===== src/hdl/pcie_ep_defs.svh =====
// Constants shared by the PCIe endpoint target RTL
// Include in any file that needs bus widths or the register map
`ifndef PCIE_EP_DEFS_SVH
`define PCIE_EP_DEFS_SVH

// ------------------------------
// Widths
// ------------------------------
`define PCIE_EP_DATA_W    64            // Local-Link data bus
`define PCIE_EP_REG_W     32            // One register is one DW
`define PCIE_EP_REG_NUM   16
`define PCIE_EP_REG_AW    4             // DW address bits 5:2

// ------------------------------
// Register map
// ------------------------------
`define PCIE_EP_BAR       0             // Served bit of trn_rbar_hit_n
`define PCIE_EP_VERSION   32'h0001_0200 // Read-only reg 0
`define PCIE_EP_REG_IRQ   1             // Interrupt control word

// Byte count of every CplD since reads are one full DW
`define PCIE_EP_CPL_BYTES 12'd4

`endif


===== src/hdl/pcie_ep_pkg.sv =====
// Types for the PCIe endpoint target
// TLP encodings and the state enums of the FSMs
package pcie_ep_pkg;

  // Fmt[1:0] and Type[4:0] of header DW0
  typedef enum logic [6:0] {
    TLP_MRD32 = 7'b00_00000, // 3DW header without data
    TLP_MWR32 = 7'b10_00000, // 3DW header with data
    TLP_CPLD  = 7'b10_01010  // Completion with data
  } tlp_fmt_type_e;

  typedef enum logic [1:0] {
    CTRL_IDLE,
    CTRL_CPL_WAIT,           // Completion pending
    CTRL_TURNOFF             // Turn-off granted
  } ctrl_state_e;

  typedef enum logic [1:0] {
    RX_HDR,                  // Waiting for sof beat
    RX_DATA,                 // DW2 and payload beat
    RX_DROP                  // Skip to eof
  } rx_state_e;

  typedef enum logic [1:0] {TX_IDLE, TX_HDR, TX_DATA} tx_state_e;

  typedef enum logic [1:0] {IRQ_IDLE, IRQ_ASSERT, IRQ_DEASSERT} intr_state_e;

endpackage


===== src/hdl/pcie_ep_ctrl.sv =====
// Endpoint control
// Forms the endpoint reset, starts one CplD per read request and holds
// the receive Local-Link until that CplD is sent. Turn-off is granted
// only while no completion is pending
`timescale 1ns/100ps

module pcie_ep_ctrl (
  input  logic trn_clk_i,
  input  logic rst_i,
  input  logic trn_lnk_up_n_i,
  input  logic rd_req_i,            // Read decoded by rx engine
  input  logic cpl_done_i,          // CplD eof taken
  input  logic cfg_to_turnoff_n_i,
  output logic ep_rst_o,
  output logic rx_hold_o,
  output logic cpl_start_o,
  output logic cfg_turnoff_ok_n_o
);
  import pcie_ep_pkg::*;

  ctrl_state_e state;

  assign ep_rst_o  = rst_i | trn_lnk_up_n_i;          // Link down resets all
  assign rx_hold_o = (state != CTRL_IDLE) | rd_req_i; // Hold from the request on

  // A read still in flight when turn-off came in cancels the grant
  assign cfg_turnoff_ok_n_o = (state != CTRL_TURNOFF) | rd_req_i;

  always_ff @(posedge trn_clk_i) begin
    if (ep_rst_o) begin
      state       <= CTRL_IDLE;
      cpl_start_o <= 1'b0;
    end else begin
      cpl_start_o <= 1'b0;
      case (state)
        CTRL_IDLE, CTRL_TURNOFF: begin
          if (rd_req_i) begin
            state       <= CTRL_CPL_WAIT;
            cpl_start_o <= 1'b1;                      // Tx builds the CplD
          end else if (!cfg_to_turnoff_n_i) begin
            state <= CTRL_TURNOFF;                    // Nothing pending
          end else begin
            state <= CTRL_IDLE;                       // Request withdrawn
          end
        end
        CTRL_CPL_WAIT: begin
          if (cpl_done_i)
            state <= CTRL_IDLE;
        end
        default: state <= CTRL_IDLE;
      endcase
    end
  end

  // Rx hold keeps reads from overlapping a pending completion
  a_no_rd_req_in_wait: assert property (@(posedge trn_clk_i) disable iff (ep_rst_o)
    (state == CTRL_CPL_WAIT) |-> !rd_req_i)
    else $error("rd_req while a completion is pending");

endmodule


===== src/hdl/pcie_ep_intr_ctrl.sv =====
// Interrupt request sequencer
// Legacy mode sends INTx assert and deassert messages that follow the
// pending bit, gated by Interrupt Disable. MSI mode sends one request
// per set. Each request is held until cfg_interrupt_rdy_n is seen low
`timescale 1ns/100ps

module pcie_ep_intr_ctrl (
  input  logic        trn_clk_i,
  input  logic        ep_rst_i,
  input  logic        irq_set_i,
  input  logic        irq_clr_i,
  input  logic        cfg_interrupt_rdy_n_i,
  input  logic        cfg_interrupt_msienable_i,
  input  logic [15:0] cfg_command_i,
  output logic        irq_status_o,
  output logic        cfg_interrupt_n_o,
  output logic        cfg_interrupt_assert_n_o,
  output logic [7:0]  cfg_interrupt_di_o
);
  import pcie_ep_pkg::*;

  intr_state_e state;
  logic        intx_on;    // Assert message sent and not yet undone
  logic        intx_want;  // INTx line should be high
  logic        msi_pend;   // Set not yet sent as MSI

  assign intx_want = irq_status_o && !cfg_command_i[10]; // Interrupt Disable

  assign cfg_interrupt_n_o        = (state == IRQ_IDLE);
  assign cfg_interrupt_assert_n_o = (state != IRQ_ASSERT) || cfg_interrupt_msienable_i;
  assign cfg_interrupt_di_o       = 8'h00; // INTA and MSI vector 0

  always_ff @(posedge trn_clk_i) begin
    if (ep_rst_i) begin
      state        <= IRQ_IDLE;
      irq_status_o <= 1'b0;
      intx_on      <= 1'b0;
      msi_pend     <= 1'b0;
    end else begin
      if (irq_set_i)
        irq_status_o <= 1'b1;
      else if (irq_clr_i)
        irq_status_o <= 1'b0;
      case (state)
        IRQ_IDLE: begin
          if (cfg_interrupt_msienable_i) begin
            if (msi_pend) begin
              state    <= IRQ_ASSERT;
              msi_pend <= 1'b0;
            end
          end else if (intx_want && !intx_on) begin
            state <= IRQ_ASSERT;
          end else if (!intx_want && intx_on) begin
            state <= IRQ_DEASSERT;
          end
        end
        IRQ_ASSERT: begin
          if (!cfg_interrupt_rdy_n_i) begin
            state <= IRQ_IDLE;
            if (!cfg_interrupt_msienable_i)
              intx_on <= 1'b1;
          end
        end
        IRQ_DEASSERT: begin
          if (!cfg_interrupt_rdy_n_i) begin
            state   <= IRQ_IDLE;
            intx_on <= 1'b0;
          end
        end
        default: state <= IRQ_IDLE;
      endcase
      if (irq_set_i && cfg_interrupt_msienable_i)
        msi_pend <= 1'b1;                  // New set wins over the clear
    end
  end

endmodule


===== src/hdl/pcie_ep_regs.sv =====
// Target register file on BAR 0
// Reg 0 is the version word and reg 1 the interrupt control word.
// Regs 2 to 15 are scratch DWs written per byte. Read data is
// combinational from the register address
`timescale 1ns/100ps
`include "pcie_ep_defs.svh"

module pcie_ep_regs (
  input  logic                       trn_clk_i,
  input  logic                       ep_rst_i,
  input  logic                       reg_wr_i,
  input  logic [`PCIE_EP_REG_AW-1:0] reg_addr_i,
  input  logic [`PCIE_EP_REG_W-1:0]  reg_wdata_i,
  input  logic [3:0]                 reg_be_i,
  input  logic                       irq_status_i,  // Pending interrupt
  output logic [`PCIE_EP_REG_W-1:0]  reg_rdata_o,
  output logic                       irq_set_o,
  output logic                       irq_clr_o
);

  logic [`PCIE_EP_REG_W-1:0] scratch [`PCIE_EP_REG_NUM-1:2];
  logic                      irq_wr;   // Low byte of reg 1 written

  assign irq_wr = reg_wr_i && reg_addr_i == `PCIE_EP_REG_IRQ && reg_be_i[0];

  always_ff @(posedge trn_clk_i) begin
    if (ep_rst_i) begin
      for (int i = 2; i < `PCIE_EP_REG_NUM; i++)
        scratch[i] <= '0;
      irq_set_o <= 1'b0;
      irq_clr_o <= 1'b0;
    end else begin
      irq_set_o <= irq_wr && reg_wdata_i[0];
      irq_clr_o <= irq_wr && reg_wdata_i[1];
      if (reg_wr_i && reg_addr_i > `PCIE_EP_REG_IRQ) begin // Reg 0 is read-only
        for (int b = 0; b < 4; b++)
          if (reg_be_i[b])
            scratch[reg_addr_i][8*b +: 8] <= reg_wdata_i[8*b +: 8];
      end
    end
  end

  // Read mux
  always_comb begin
    case (reg_addr_i)
      4'd0:             reg_rdata_o = `PCIE_EP_VERSION;
      `PCIE_EP_REG_IRQ: reg_rdata_o = {{(`PCIE_EP_REG_W-1){1'b0}}, irq_status_i};
      default:          reg_rdata_o = scratch[reg_addr_i];
    endcase
  end

endmodule


===== src/hdl/pcie_ep_rx_engine.sv =====
// Receive Local-Link decoder
// Takes 3DW MWr32 and MRd32 TLPs of one DW that hit the served BAR.
// Writes become a register write strobe, reads a rd_req strobe with the
// request fields held until the next read. Other packets are dropped
`timescale 1ns/100ps
`include "pcie_ep_defs.svh"

module pcie_ep_rx_engine (
  input  logic                       trn_clk_i,
  input  logic                       ep_rst_i,
  input  logic                       rx_hold_i,
  input  logic [`PCIE_EP_DATA_W-1:0] trn_rd_i,
  input  logic                       trn_rsof_n_i,
  input  logic                       trn_reof_n_i,
  input  logic                       trn_rsrc_rdy_n_i,
  input  logic [6:0]                 trn_rbar_hit_n_i,
  output logic                       reg_wr_o,
  output logic [`PCIE_EP_REG_AW-1:0] reg_addr_o,
  output logic [`PCIE_EP_REG_W-1:0]  reg_wdata_o,
  output logic [3:0]                 reg_be_o,      // First DW byte enables
  output logic                       rd_req_o,
  output logic [15:0]                req_rid_o,
  output logic [7:0]                 req_tag_o,
  output logic [2:0]                 req_tc_o,
  output logic [1:0]                 req_attr_o,
  output logic [6:0]                 req_laddr_o
);
  import pcie_ep_pkg::*;

  rx_state_e                state;
  logic                     beat;      // Beat taken this cycle
  logic [`PCIE_EP_REG_W-1:0] dw_hi;    // DW0 or DW2
  logic [`PCIE_EP_REG_W-1:0] dw_lo;    // DW1 or payload
  logic                     hdr_ok;
  logic                     is_wr;

  assign beat  = !trn_rsrc_rdy_n_i && !rx_hold_i;
  assign dw_hi = trn_rd_i[`PCIE_EP_DATA_W-1:`PCIE_EP_REG_W];
  assign dw_lo = trn_rd_i[`PCIE_EP_REG_W-1:0];

  // Fmt/type, length 1 and BAR hit
  assign hdr_ok = (dw_hi[30:24] == TLP_MWR32 || dw_hi[30:24] == TLP_MRD32) &&
                  dw_hi[9:0] == 10'd1 && !trn_rbar_hit_n_i[`PCIE_EP_BAR];

  always_ff @(posedge trn_clk_i) begin
    if (ep_rst_i) begin
      state    <= RX_HDR;
      reg_wr_o <= 1'b0;
      rd_req_o <= 1'b0;
    end else begin
      reg_wr_o <= 1'b0;
      rd_req_o <= 1'b0;
      if (beat) begin
        case (state)
          RX_HDR: begin
            if (!trn_rsof_n_i && trn_reof_n_i)
              state <= hdr_ok ? RX_DATA : RX_DROP;
          end
          RX_DATA: begin
            state    <= trn_reof_n_i ? RX_DROP : RX_HDR; // Longer than 2 beats
            reg_wr_o <= is_wr && !trn_reof_n_i;
            rd_req_o <= !is_wr && !trn_reof_n_i;
          end
          RX_DROP: begin
            if (!trn_reof_n_i)
              state <= RX_HDR;
          end
          default: state <= RX_HDR;
        endcase
      end
    end
  end

  // Header and payload capture
  always_ff @(posedge trn_clk_i) begin
    if (beat && state == RX_HDR && hdr_ok) begin
      is_wr    <= dw_hi[30];             // Fmt bit for data
      reg_be_o <= dw_lo[3:0];
      if (!dw_hi[30]) begin
        req_tc_o   <= dw_hi[22:20];
        req_attr_o <= dw_hi[13:12];
        req_rid_o  <= dw_lo[31:16];
        req_tag_o  <= dw_lo[15:8];
      end
    end
    if (beat && state == RX_DATA) begin
      reg_addr_o  <= dw_hi[5:2];
      reg_wdata_o <= dw_lo;
      if (!is_wr)
        req_laddr_o <= dw_hi[6:0];
    end
  end

  // A packet in progress is never restarted by the core
  a_no_sof_in_data: assert property (@(posedge trn_clk_i) disable iff (ep_rst_i)
    (state == RX_DATA && beat) |-> trn_rsof_n_i)
    else $error("sof during RX_DATA");

endmodule


===== src/hdl/pcie_ep_top.sv =====
// PCIe endpoint target top level
// Connects the control, receive, register, transmit and interrupt blocks
// between the core's Local-Link and configuration ports
`timescale 1ns/100ps
`include "pcie_ep_defs.svh"

module pcie_ep_top (
  input  logic                       trn_clk_i,
  input  logic                       rst_i,
  input  logic                       trn_lnk_up_n_i,
  // Receive Local-Link
  input  logic [`PCIE_EP_DATA_W-1:0] trn_rd_i,
  input  logic                       trn_rsof_n_i,
  input  logic                       trn_reof_n_i,
  input  logic                       trn_rsrc_rdy_n_i,
  input  logic [6:0]                 trn_rbar_hit_n_i,
  output logic                       trn_rdst_rdy_n_o,
  // Transmit Local-Link
  output logic [`PCIE_EP_DATA_W-1:0] trn_td_o,
  output logic                       trn_tsof_n_o,
  output logic                       trn_teof_n_o,
  output logic                       trn_tsrc_rdy_n_o,
  input  logic                       trn_tdst_rdy_n_i,
  // Configuration
  input  logic [7:0]                 cfg_bus_number_i,
  input  logic [4:0]                 cfg_device_number_i,
  input  logic [2:0]                 cfg_function_number_i,
  input  logic [15:0]                cfg_command_i,
  input  logic                       cfg_to_turnoff_n_i,
  output logic                       cfg_turnoff_ok_n_o,
  output logic                       cfg_interrupt_n_o,
  input  logic                       cfg_interrupt_rdy_n_i,
  output logic                       cfg_interrupt_assert_n_o,
  output logic [7:0]                 cfg_interrupt_di_o,
  input  logic                       cfg_interrupt_msienable_i
);

  logic                       ep_rst;
  logic                       rd_req;
  logic                       cpl_start;
  logic                       cpl_done;
  logic                       reg_wr;
  logic [`PCIE_EP_REG_AW-1:0] reg_addr;
  logic [`PCIE_EP_REG_W-1:0]  reg_wdata;
  logic [`PCIE_EP_REG_W-1:0]  reg_rdata;
  logic [3:0]                 reg_be;
  logic [15:0]                req_rid;
  logic [7:0]                 req_tag;
  logic [2:0]                 req_tc;
  logic [1:0]                 req_attr;
  logic [6:0]                 req_laddr;
  logic                       irq_set;
  logic                       irq_clr;
  logic                       irq_status;

  // ------------------------------
  // Control and receive
  // ------------------------------
  pcie_ep_ctrl u_ctrl (
    .trn_clk_i(trn_clk_i), .rst_i(rst_i), .trn_lnk_up_n_i(trn_lnk_up_n_i),
    .rd_req_i(rd_req), .cpl_done_i(cpl_done), .cfg_to_turnoff_n_i(cfg_to_turnoff_n_i),
    .ep_rst_o(ep_rst), .rx_hold_o(trn_rdst_rdy_n_o),  // Hold is the rx ready
    .cpl_start_o(cpl_start), .cfg_turnoff_ok_n_o(cfg_turnoff_ok_n_o)
  );

  pcie_ep_rx_engine u_rx (
    .trn_clk_i(trn_clk_i), .ep_rst_i(ep_rst), .rx_hold_i(trn_rdst_rdy_n_o),
    .trn_rd_i(trn_rd_i), .trn_rsof_n_i(trn_rsof_n_i), .trn_reof_n_i(trn_reof_n_i),
    .trn_rsrc_rdy_n_i(trn_rsrc_rdy_n_i), .trn_rbar_hit_n_i(trn_rbar_hit_n_i),
    .reg_wr_o(reg_wr), .reg_addr_o(reg_addr), .reg_wdata_o(reg_wdata), .reg_be_o(reg_be),
    .rd_req_o(rd_req), .req_rid_o(req_rid), .req_tag_o(req_tag), .req_tc_o(req_tc),
    .req_attr_o(req_attr), .req_laddr_o(req_laddr)
  );

  // ------------------------------
  // Registers and interrupts
  // ------------------------------
  pcie_ep_regs u_regs (
    .trn_clk_i(trn_clk_i), .ep_rst_i(ep_rst), .reg_wr_i(reg_wr), .reg_addr_i(reg_addr),
    .reg_wdata_i(reg_wdata), .reg_be_i(reg_be), .irq_status_i(irq_status),
    .reg_rdata_o(reg_rdata), .irq_set_o(irq_set), .irq_clr_o(irq_clr)
  );

  pcie_ep_intr_ctrl u_intr (
    .trn_clk_i(trn_clk_i), .ep_rst_i(ep_rst), .irq_set_i(irq_set), .irq_clr_i(irq_clr),
    .cfg_interrupt_rdy_n_i(cfg_interrupt_rdy_n_i),
    .cfg_interrupt_msienable_i(cfg_interrupt_msienable_i), .cfg_command_i(cfg_command_i),
    .irq_status_o(irq_status), .cfg_interrupt_n_o(cfg_interrupt_n_o),
    .cfg_interrupt_assert_n_o(cfg_interrupt_assert_n_o), .cfg_interrupt_di_o(cfg_interrupt_di_o)
  );

  // ------------------------------
  // Completion transmit
  // ------------------------------
  pcie_ep_tx_engine u_tx (
    .trn_clk_i(trn_clk_i), .ep_rst_i(ep_rst), .cpl_start_i(cpl_start),
    .reg_rdata_i(reg_rdata), .req_rid_i(req_rid), .req_tag_i(req_tag), .req_tc_i(req_tc),
    .req_attr_i(req_attr), .req_laddr_i(req_laddr), .cfg_bus_number_i(cfg_bus_number_i),
    .cfg_device_number_i(cfg_device_number_i), .cfg_function_number_i(cfg_function_number_i),
    .trn_tdst_rdy_n_i(trn_tdst_rdy_n_i), .trn_td_o(trn_td_o), .trn_tsof_n_o(trn_tsof_n_o),
    .trn_teof_n_o(trn_teof_n_o), .trn_tsrc_rdy_n_o(trn_tsrc_rdy_n_o), .cpl_done_o(cpl_done)
  );

endmodule


===== src/hdl/pcie_ep_tx_engine.sv =====
// Transmit Local-Link builder
// Sends a two-beat CplD for each cpl_start. Read data and completer id
// are captured at the start, the request fields come held from the rx
// engine. A beat stays on the bus until the core takes it
`timescale 1ns/100ps
`include "pcie_ep_defs.svh"

module pcie_ep_tx_engine (
  input  logic                       trn_clk_i,
  input  logic                       ep_rst_i,
  input  logic                       cpl_start_i,
  input  logic [`PCIE_EP_REG_W-1:0]  reg_rdata_i,
  input  logic [15:0]                req_rid_i,
  input  logic [7:0]                 req_tag_i,
  input  logic [2:0]                 req_tc_i,
  input  logic [1:0]                 req_attr_i,
  input  logic [6:0]                 req_laddr_i,
  input  logic [7:0]                 cfg_bus_number_i,
  input  logic [4:0]                 cfg_device_number_i,
  input  logic [2:0]                 cfg_function_number_i,
  input  logic                       trn_tdst_rdy_n_i,
  output logic [`PCIE_EP_DATA_W-1:0] trn_td_o,
  output logic                       trn_tsof_n_o,
  output logic                       trn_teof_n_o,
  output logic                       trn_tsrc_rdy_n_o,
  output logic                       cpl_done_o
);
  import pcie_ep_pkg::*;

  tx_state_e                 state;
  logic                      taken;
  logic [`PCIE_EP_REG_W-1:0] cpl_data;
  logic [15:0]               cpl_id;     // Bus, device, function
  logic [31:0]               hdr_dw0;
  logic [31:0]               hdr_dw1;
  logic [31:0]               hdr_dw2;

  assign taken = !trn_tsrc_rdy_n_o && !trn_tdst_rdy_n_i;

  // TD, EP and the reserved bits all zero
  assign hdr_dw0 = {1'b0, TLP_CPLD, 1'b0, req_tc_i, 4'b0000, 2'b00, req_attr_i, 2'b00, 10'd1};
  assign hdr_dw1 = {cpl_id, 3'b000, 1'b0, `PCIE_EP_CPL_BYTES}; // Status SC, BCM 0
  assign hdr_dw2 = {req_rid_i, req_tag_i, 1'b0, req_laddr_i};

  assign trn_td_o         = (state == TX_HDR) ? {hdr_dw0, hdr_dw1} : {hdr_dw2, cpl_data};
  assign trn_tsof_n_o     = (state != TX_HDR);
  assign trn_teof_n_o     = (state != TX_DATA);
  assign trn_tsrc_rdy_n_o = (state == TX_IDLE);
  assign cpl_done_o       = taken && state == TX_DATA; // Eof beat taken

  always_ff @(posedge trn_clk_i) begin
    if (ep_rst_i) begin
      state <= TX_IDLE;
    end else begin
      case (state)
        TX_IDLE: begin
          if (cpl_start_i)
            state <= TX_HDR;
        end
        TX_HDR: begin
          if (taken)
            state <= TX_DATA;
        end
        TX_DATA: begin
          if (taken)
            state <= TX_IDLE;
        end
        default: state <= TX_IDLE;
      endcase
    end
  end

  always_ff @(posedge trn_clk_i) begin
    if (cpl_start_i && state == TX_IDLE) begin
      cpl_data <= reg_rdata_i;
      cpl_id   <= {cfg_bus_number_i, cfg_device_number_i, cfg_function_number_i};
    end
  end

  // Back-pressure holds the beat and its framing
  a_beat_stable: assert property (@(posedge trn_clk_i) disable iff (ep_rst_i)
    (!trn_tsrc_rdy_n_o && trn_tdst_rdy_n_i) |=>
      (!trn_tsrc_rdy_n_o && $stable(trn_td_o) && $stable(trn_tsof_n_o) &&
       $stable(trn_teof_n_o)))
    else $error("tx beat changed before it was taken");

endmodule


===== config.mk =====
export PLATFORM = sky130hd
export DESIGN_NAME = pcie_ep_top
export DESIGN_NICKNAME = d
export VERILOG_FILES = /design/src/hdl/pcie_ep_pkg.sv /design/src/hdl/pcie_ep_ctrl.sv /design/src/hdl/pcie_ep_intr_ctrl.sv /design/src/hdl/pcie_ep_regs.sv /design/src/hdl/pcie_ep_rx_engine.sv /design/src/hdl/pcie_ep_top.sv /design/src/hdl/pcie_ep_tx_engine.sv
export VERILOG_INCLUDE_DIRS = /design/src /design/src/hdl
export SDC_FILE = /design/constraint.sdc
export NUM_CORES = 1
export LEC_CHECK = 0
export ABC_AREA = 1
export BUFFER_PORTS_ARGS = -buffer_cell sky130_fd_sc_hd__buf_2
export CORE_MARGIN = 4
export CORE_UTILIZATION = 57
export DETAILED_ROUTE_END_ITERATION = 16
export GPL_ROUTABILITY_DRIVEN = 0
export GPL_TIMING_DRIVEN = 0
export HOLD_SLACK_MARGIN = 0.15
export PLACE_DENSITY = 0.77
export SKIP_LAST_GASP = 1
export SYNTH_ARGS = -nofsm -noshare
export SYNTH_HDL_FRONTEND = slang
export SYNTH_SLANG_ARGS = --single-unit
export TNS_END_PERCENT = 5

===== constraint.sdc =====
create_clock -name trn_clk_i -period 12 [get_ports trn_clk_i]
set_clock_uncertainty 0.05 [all_clocks]
set_input_delay 2.4 -clock trn_clk_i [delete_from_list [all_inputs] [get_ports trn_clk_i]]
set_output_delay 2.4 -clock trn_clk_i [all_outputs]
set_load 0.03 [all_outputs]

==> results.yml <==
pwr:
  leakage_nw: 13.6
  ir_drop_v: 0.000156
  pwr-share-comb: 0.043
  cellPowerDensity_nw_per_um2: 147
  p_int_mw: 3.76
  p_clk_frac: 0.413
  switching_share: 0.214
  p_seq_frac: 0.544
  p_switching_mw: 1.03
clock_network:
  cts_sinks: 657
  cts_tree: "done"
  cts_buffers: 66
  cts.htree.levels: 3
  cts_resized: 0
  postCtsHoldBufs: 0
  cts_root_buf: "clkbuf_16"
  post_cts_buffers: 0
  insertion_delay_ns: 0.61
  cts.path.max_buffers: 3
  path_clk_slew_ns: 0.06
worst_setup_path:
  r2r_start: "u_rx.reg_addr_o[1]"
  critPathLaunchType: "input pin"
  cp-end-kind: "output port"
  ff2ff_path_depth: 5
  setup.worst_path.start: "cfg_interrupt_msienable_i"
  critPathKind: "in -> out"
  cp.arrival_ns: 2.91
  cp.required_ns: 9.55
  r2r_setup_slack_ns: 8.93
  r2r-end: "u_regs.scratch[8][10]"
  path_max_fanout: 4
routing:
  drt_iter0_drc: 4055
  wl_per_cell_um: 24.3
  ant_nets: 0
  wirelength_mm: 94.1
  drt-vias-per-instance: 6.02
  first_pass_iters: 7
  drc: 0
  vias: 23400
synthesis:
  yosysTopAreaCell: "edfxtp_1"
  async_flop_share: 0
  yosysWarningCount: 0
  postSynthCellCount: 2879
  syn_area_per_cell_sq_um: 9.95
  ys_ff_latch: 657
  synthTopCellsByCount: "nor2_1 (757), nand2_1 (664), edfxtp_1 (637)"
  synth_top_area_frac: 0.668
  yosysSeqAreaShare: 0.682
  synth.distinct_cells: 28
  synth-edff-count: 637
  synth_most_common_cell: "nor2_1"
  ys.flop_type: "edfxtp_1"
  synth_area_sq_um: 28600
  synth_area_leaders: "edfxtp_1 (67%), nor2_1 (9.9%), nand2_1 (8.7%), nand3_1 (4.3%), o21ai_0 (2.2%)"
hold_path:
  hold_depth: 1
  holdCritStartpoint: "u_rx.rd_req_o"
  hold_class: "reg -> reg"
  hold-path-endpoint: "u_ctrl.state[1]"
sta:
  finalSetupTns_ns: 0
  fin_crit_sh: 0.447
  worst_slew_pin_slew_ns: 1.38
  relSlewSlack: 0.0785
  hold_viol: 0
  drv_slew: 0
  rsz0062_at_grt: "false"
  max_freq_mhz: 187
  period_minus_slack_ns: 5.36
  hold_slack_ns: 0.388
  setup_violations: 0
layout:
  area_growth_pct: 13.8
  multi_input_area_sq_um: 8010
  stdcell_area_sq_um: 32600
  final_nets: 3290
  drive_gt1_frac: 0.104
  register_area_sq_um: 19500
  fillers: 3689
floorplanning:
  num_rows: 81
  pin_count: 192
  dieArea_sq_um: 53900
  dieWidth_um: 232
  die_h_um: 232
  coreArea_sq_um: 49400
  initial_utilization: 0.580
placed_design:
  port_buffers: 151
  dpl-instance-area_sq_um: 30600
  dpl.hpwl_mm: 67.0
status:
  status: "completed"
grt:
  first_global_vias: 22200
  antenna_found_initial: 1
  grtUsageTotal: 0.342
  grt_first_pass_wirelength_mm: 133
  grt_max_degree: 38
  grt-ovfl-total: 0
flow_run:
  drv_cap: 0
## logic make-up (layout without fill, tap and decap cells)
group / after synthesis / in the layout / share of synthesized area
buffers and inverters: 339 / 605 / 0.0487
DFF: 657 / 657 / 0.682
adders and majority gates: 3 / 3 / 0.00131
other: 1 / 74 / 0.000131
and+or+nand+nor: 1712 / 1712 / 0.239
AOI/OAI and AO/OA: 167 / 167 / 0.0294
## per-layer routing
layer,track usage,vias up,part of all wire
met4,0.225,0,0.083
met3,0.116,483,0.15
met1,0.414,10900,0.32
met2,0.526,1970,0.45
met5,0,-,0
li1,-,9985,-
## layout make-up
cell class              count  area share
diodes                      1   0.0000767
plain buffers             169      0.0232
clock inverters            23     0.00495
clock buffers              88      0.0570
inverters                 170      0.0196
repair buffers            155      0.0253
multi-input cells        1955       0.246
well taps                 664      0.0255
flip-flops and latches    657       0.599
## cell usage in the layout, fill, tap and decap left out, types with 3 or more instances in the layout
master and n:
a21oi_1 38, buf_1 24, buf_2 178, buf_4 24
clkbuf_1 109, clkbuf_16 71, clkinv_1 12, clkinv_2 7
conb_1 73, dfxtp_1 20, edfxtp_1 637, ha_1 3
inv_1 161, inv_2 8, nand2_1 664, nand2_2 24
nand3_1 248, nor2_1 756, nor2_2 4, nor3_1 4
o21ai_0 126, or2_2 5
## power groups by stage
stage	registers, mW	logic (mW)	clock network, mW
2_1_floorplan	2.64	0.113	0
3_3_place_gp	2.65	0.185	0
3_5_place_dp	2.65	0.192	0
4_1_cts	2.60	0.193	1.96
5_1_grt	2.61	0.216	2.06
6_report	2.60	0.205	1.98
## per-stage QoR
step | instances | utilization | power [mW] | worst slack, ns
2_1_floorplan | 2951 | - | 2.75 | 6.56
4_1_cts | 3881 | 0.661 | 4.76 | 6.66
3_5_place_dp | 3770 | 0.620 | 2.84 | 6.66
6_report | 3882 | 0.661 | 4.78 | 6.64
3_3_place_gp | 3766 | 0.618 | 2.83 | 5.24
5_1_grt | 3881 | 0.661 | 4.88 | 6.46
## sequential cells by signal, summed over array words and instances, names as in the netlist, 3 cells and up, named ones only
| signal | count |
|---|---|
| u_regs.scratch | 512 |
| u_rx.reg_addr_o | 4 |
| u_rx.reg_be_o | 4 |
| u_rx.reg_wdata_o | 32 |
| u_rx.req_laddr_o | 7 |
| u_rx.req_rid_o | 16 |
| u_rx.req_tag_o | 8 |
| u_rx.req_tc_o | 3 |
| u_tx.cpl_data | 32 |
| u_tx.cpl_id | 16 |
## worst max-delay path by stage
stage	slack (ns)	to
final	6.64	cfg_interrupt_assert_n_o
after CTS	6.66	trn_td_o[9]
after detailed placement	6.66	cfg_interrupt_assert_n_o
after global routing	6.46	trn_td_o[5]
after floorplan	6.56	u_rx.req_laddr_o[0]
after global placement	5.24	u_rx.req_laddr_o[0]
## worst max-delay path, cell delays in order
cell     delay [ns]
buf_2          0.12
inv_1          0.11
nand2_1        0.09
buf_2          0.19
No activity file was read; power rests on OpenSTA's default activity.
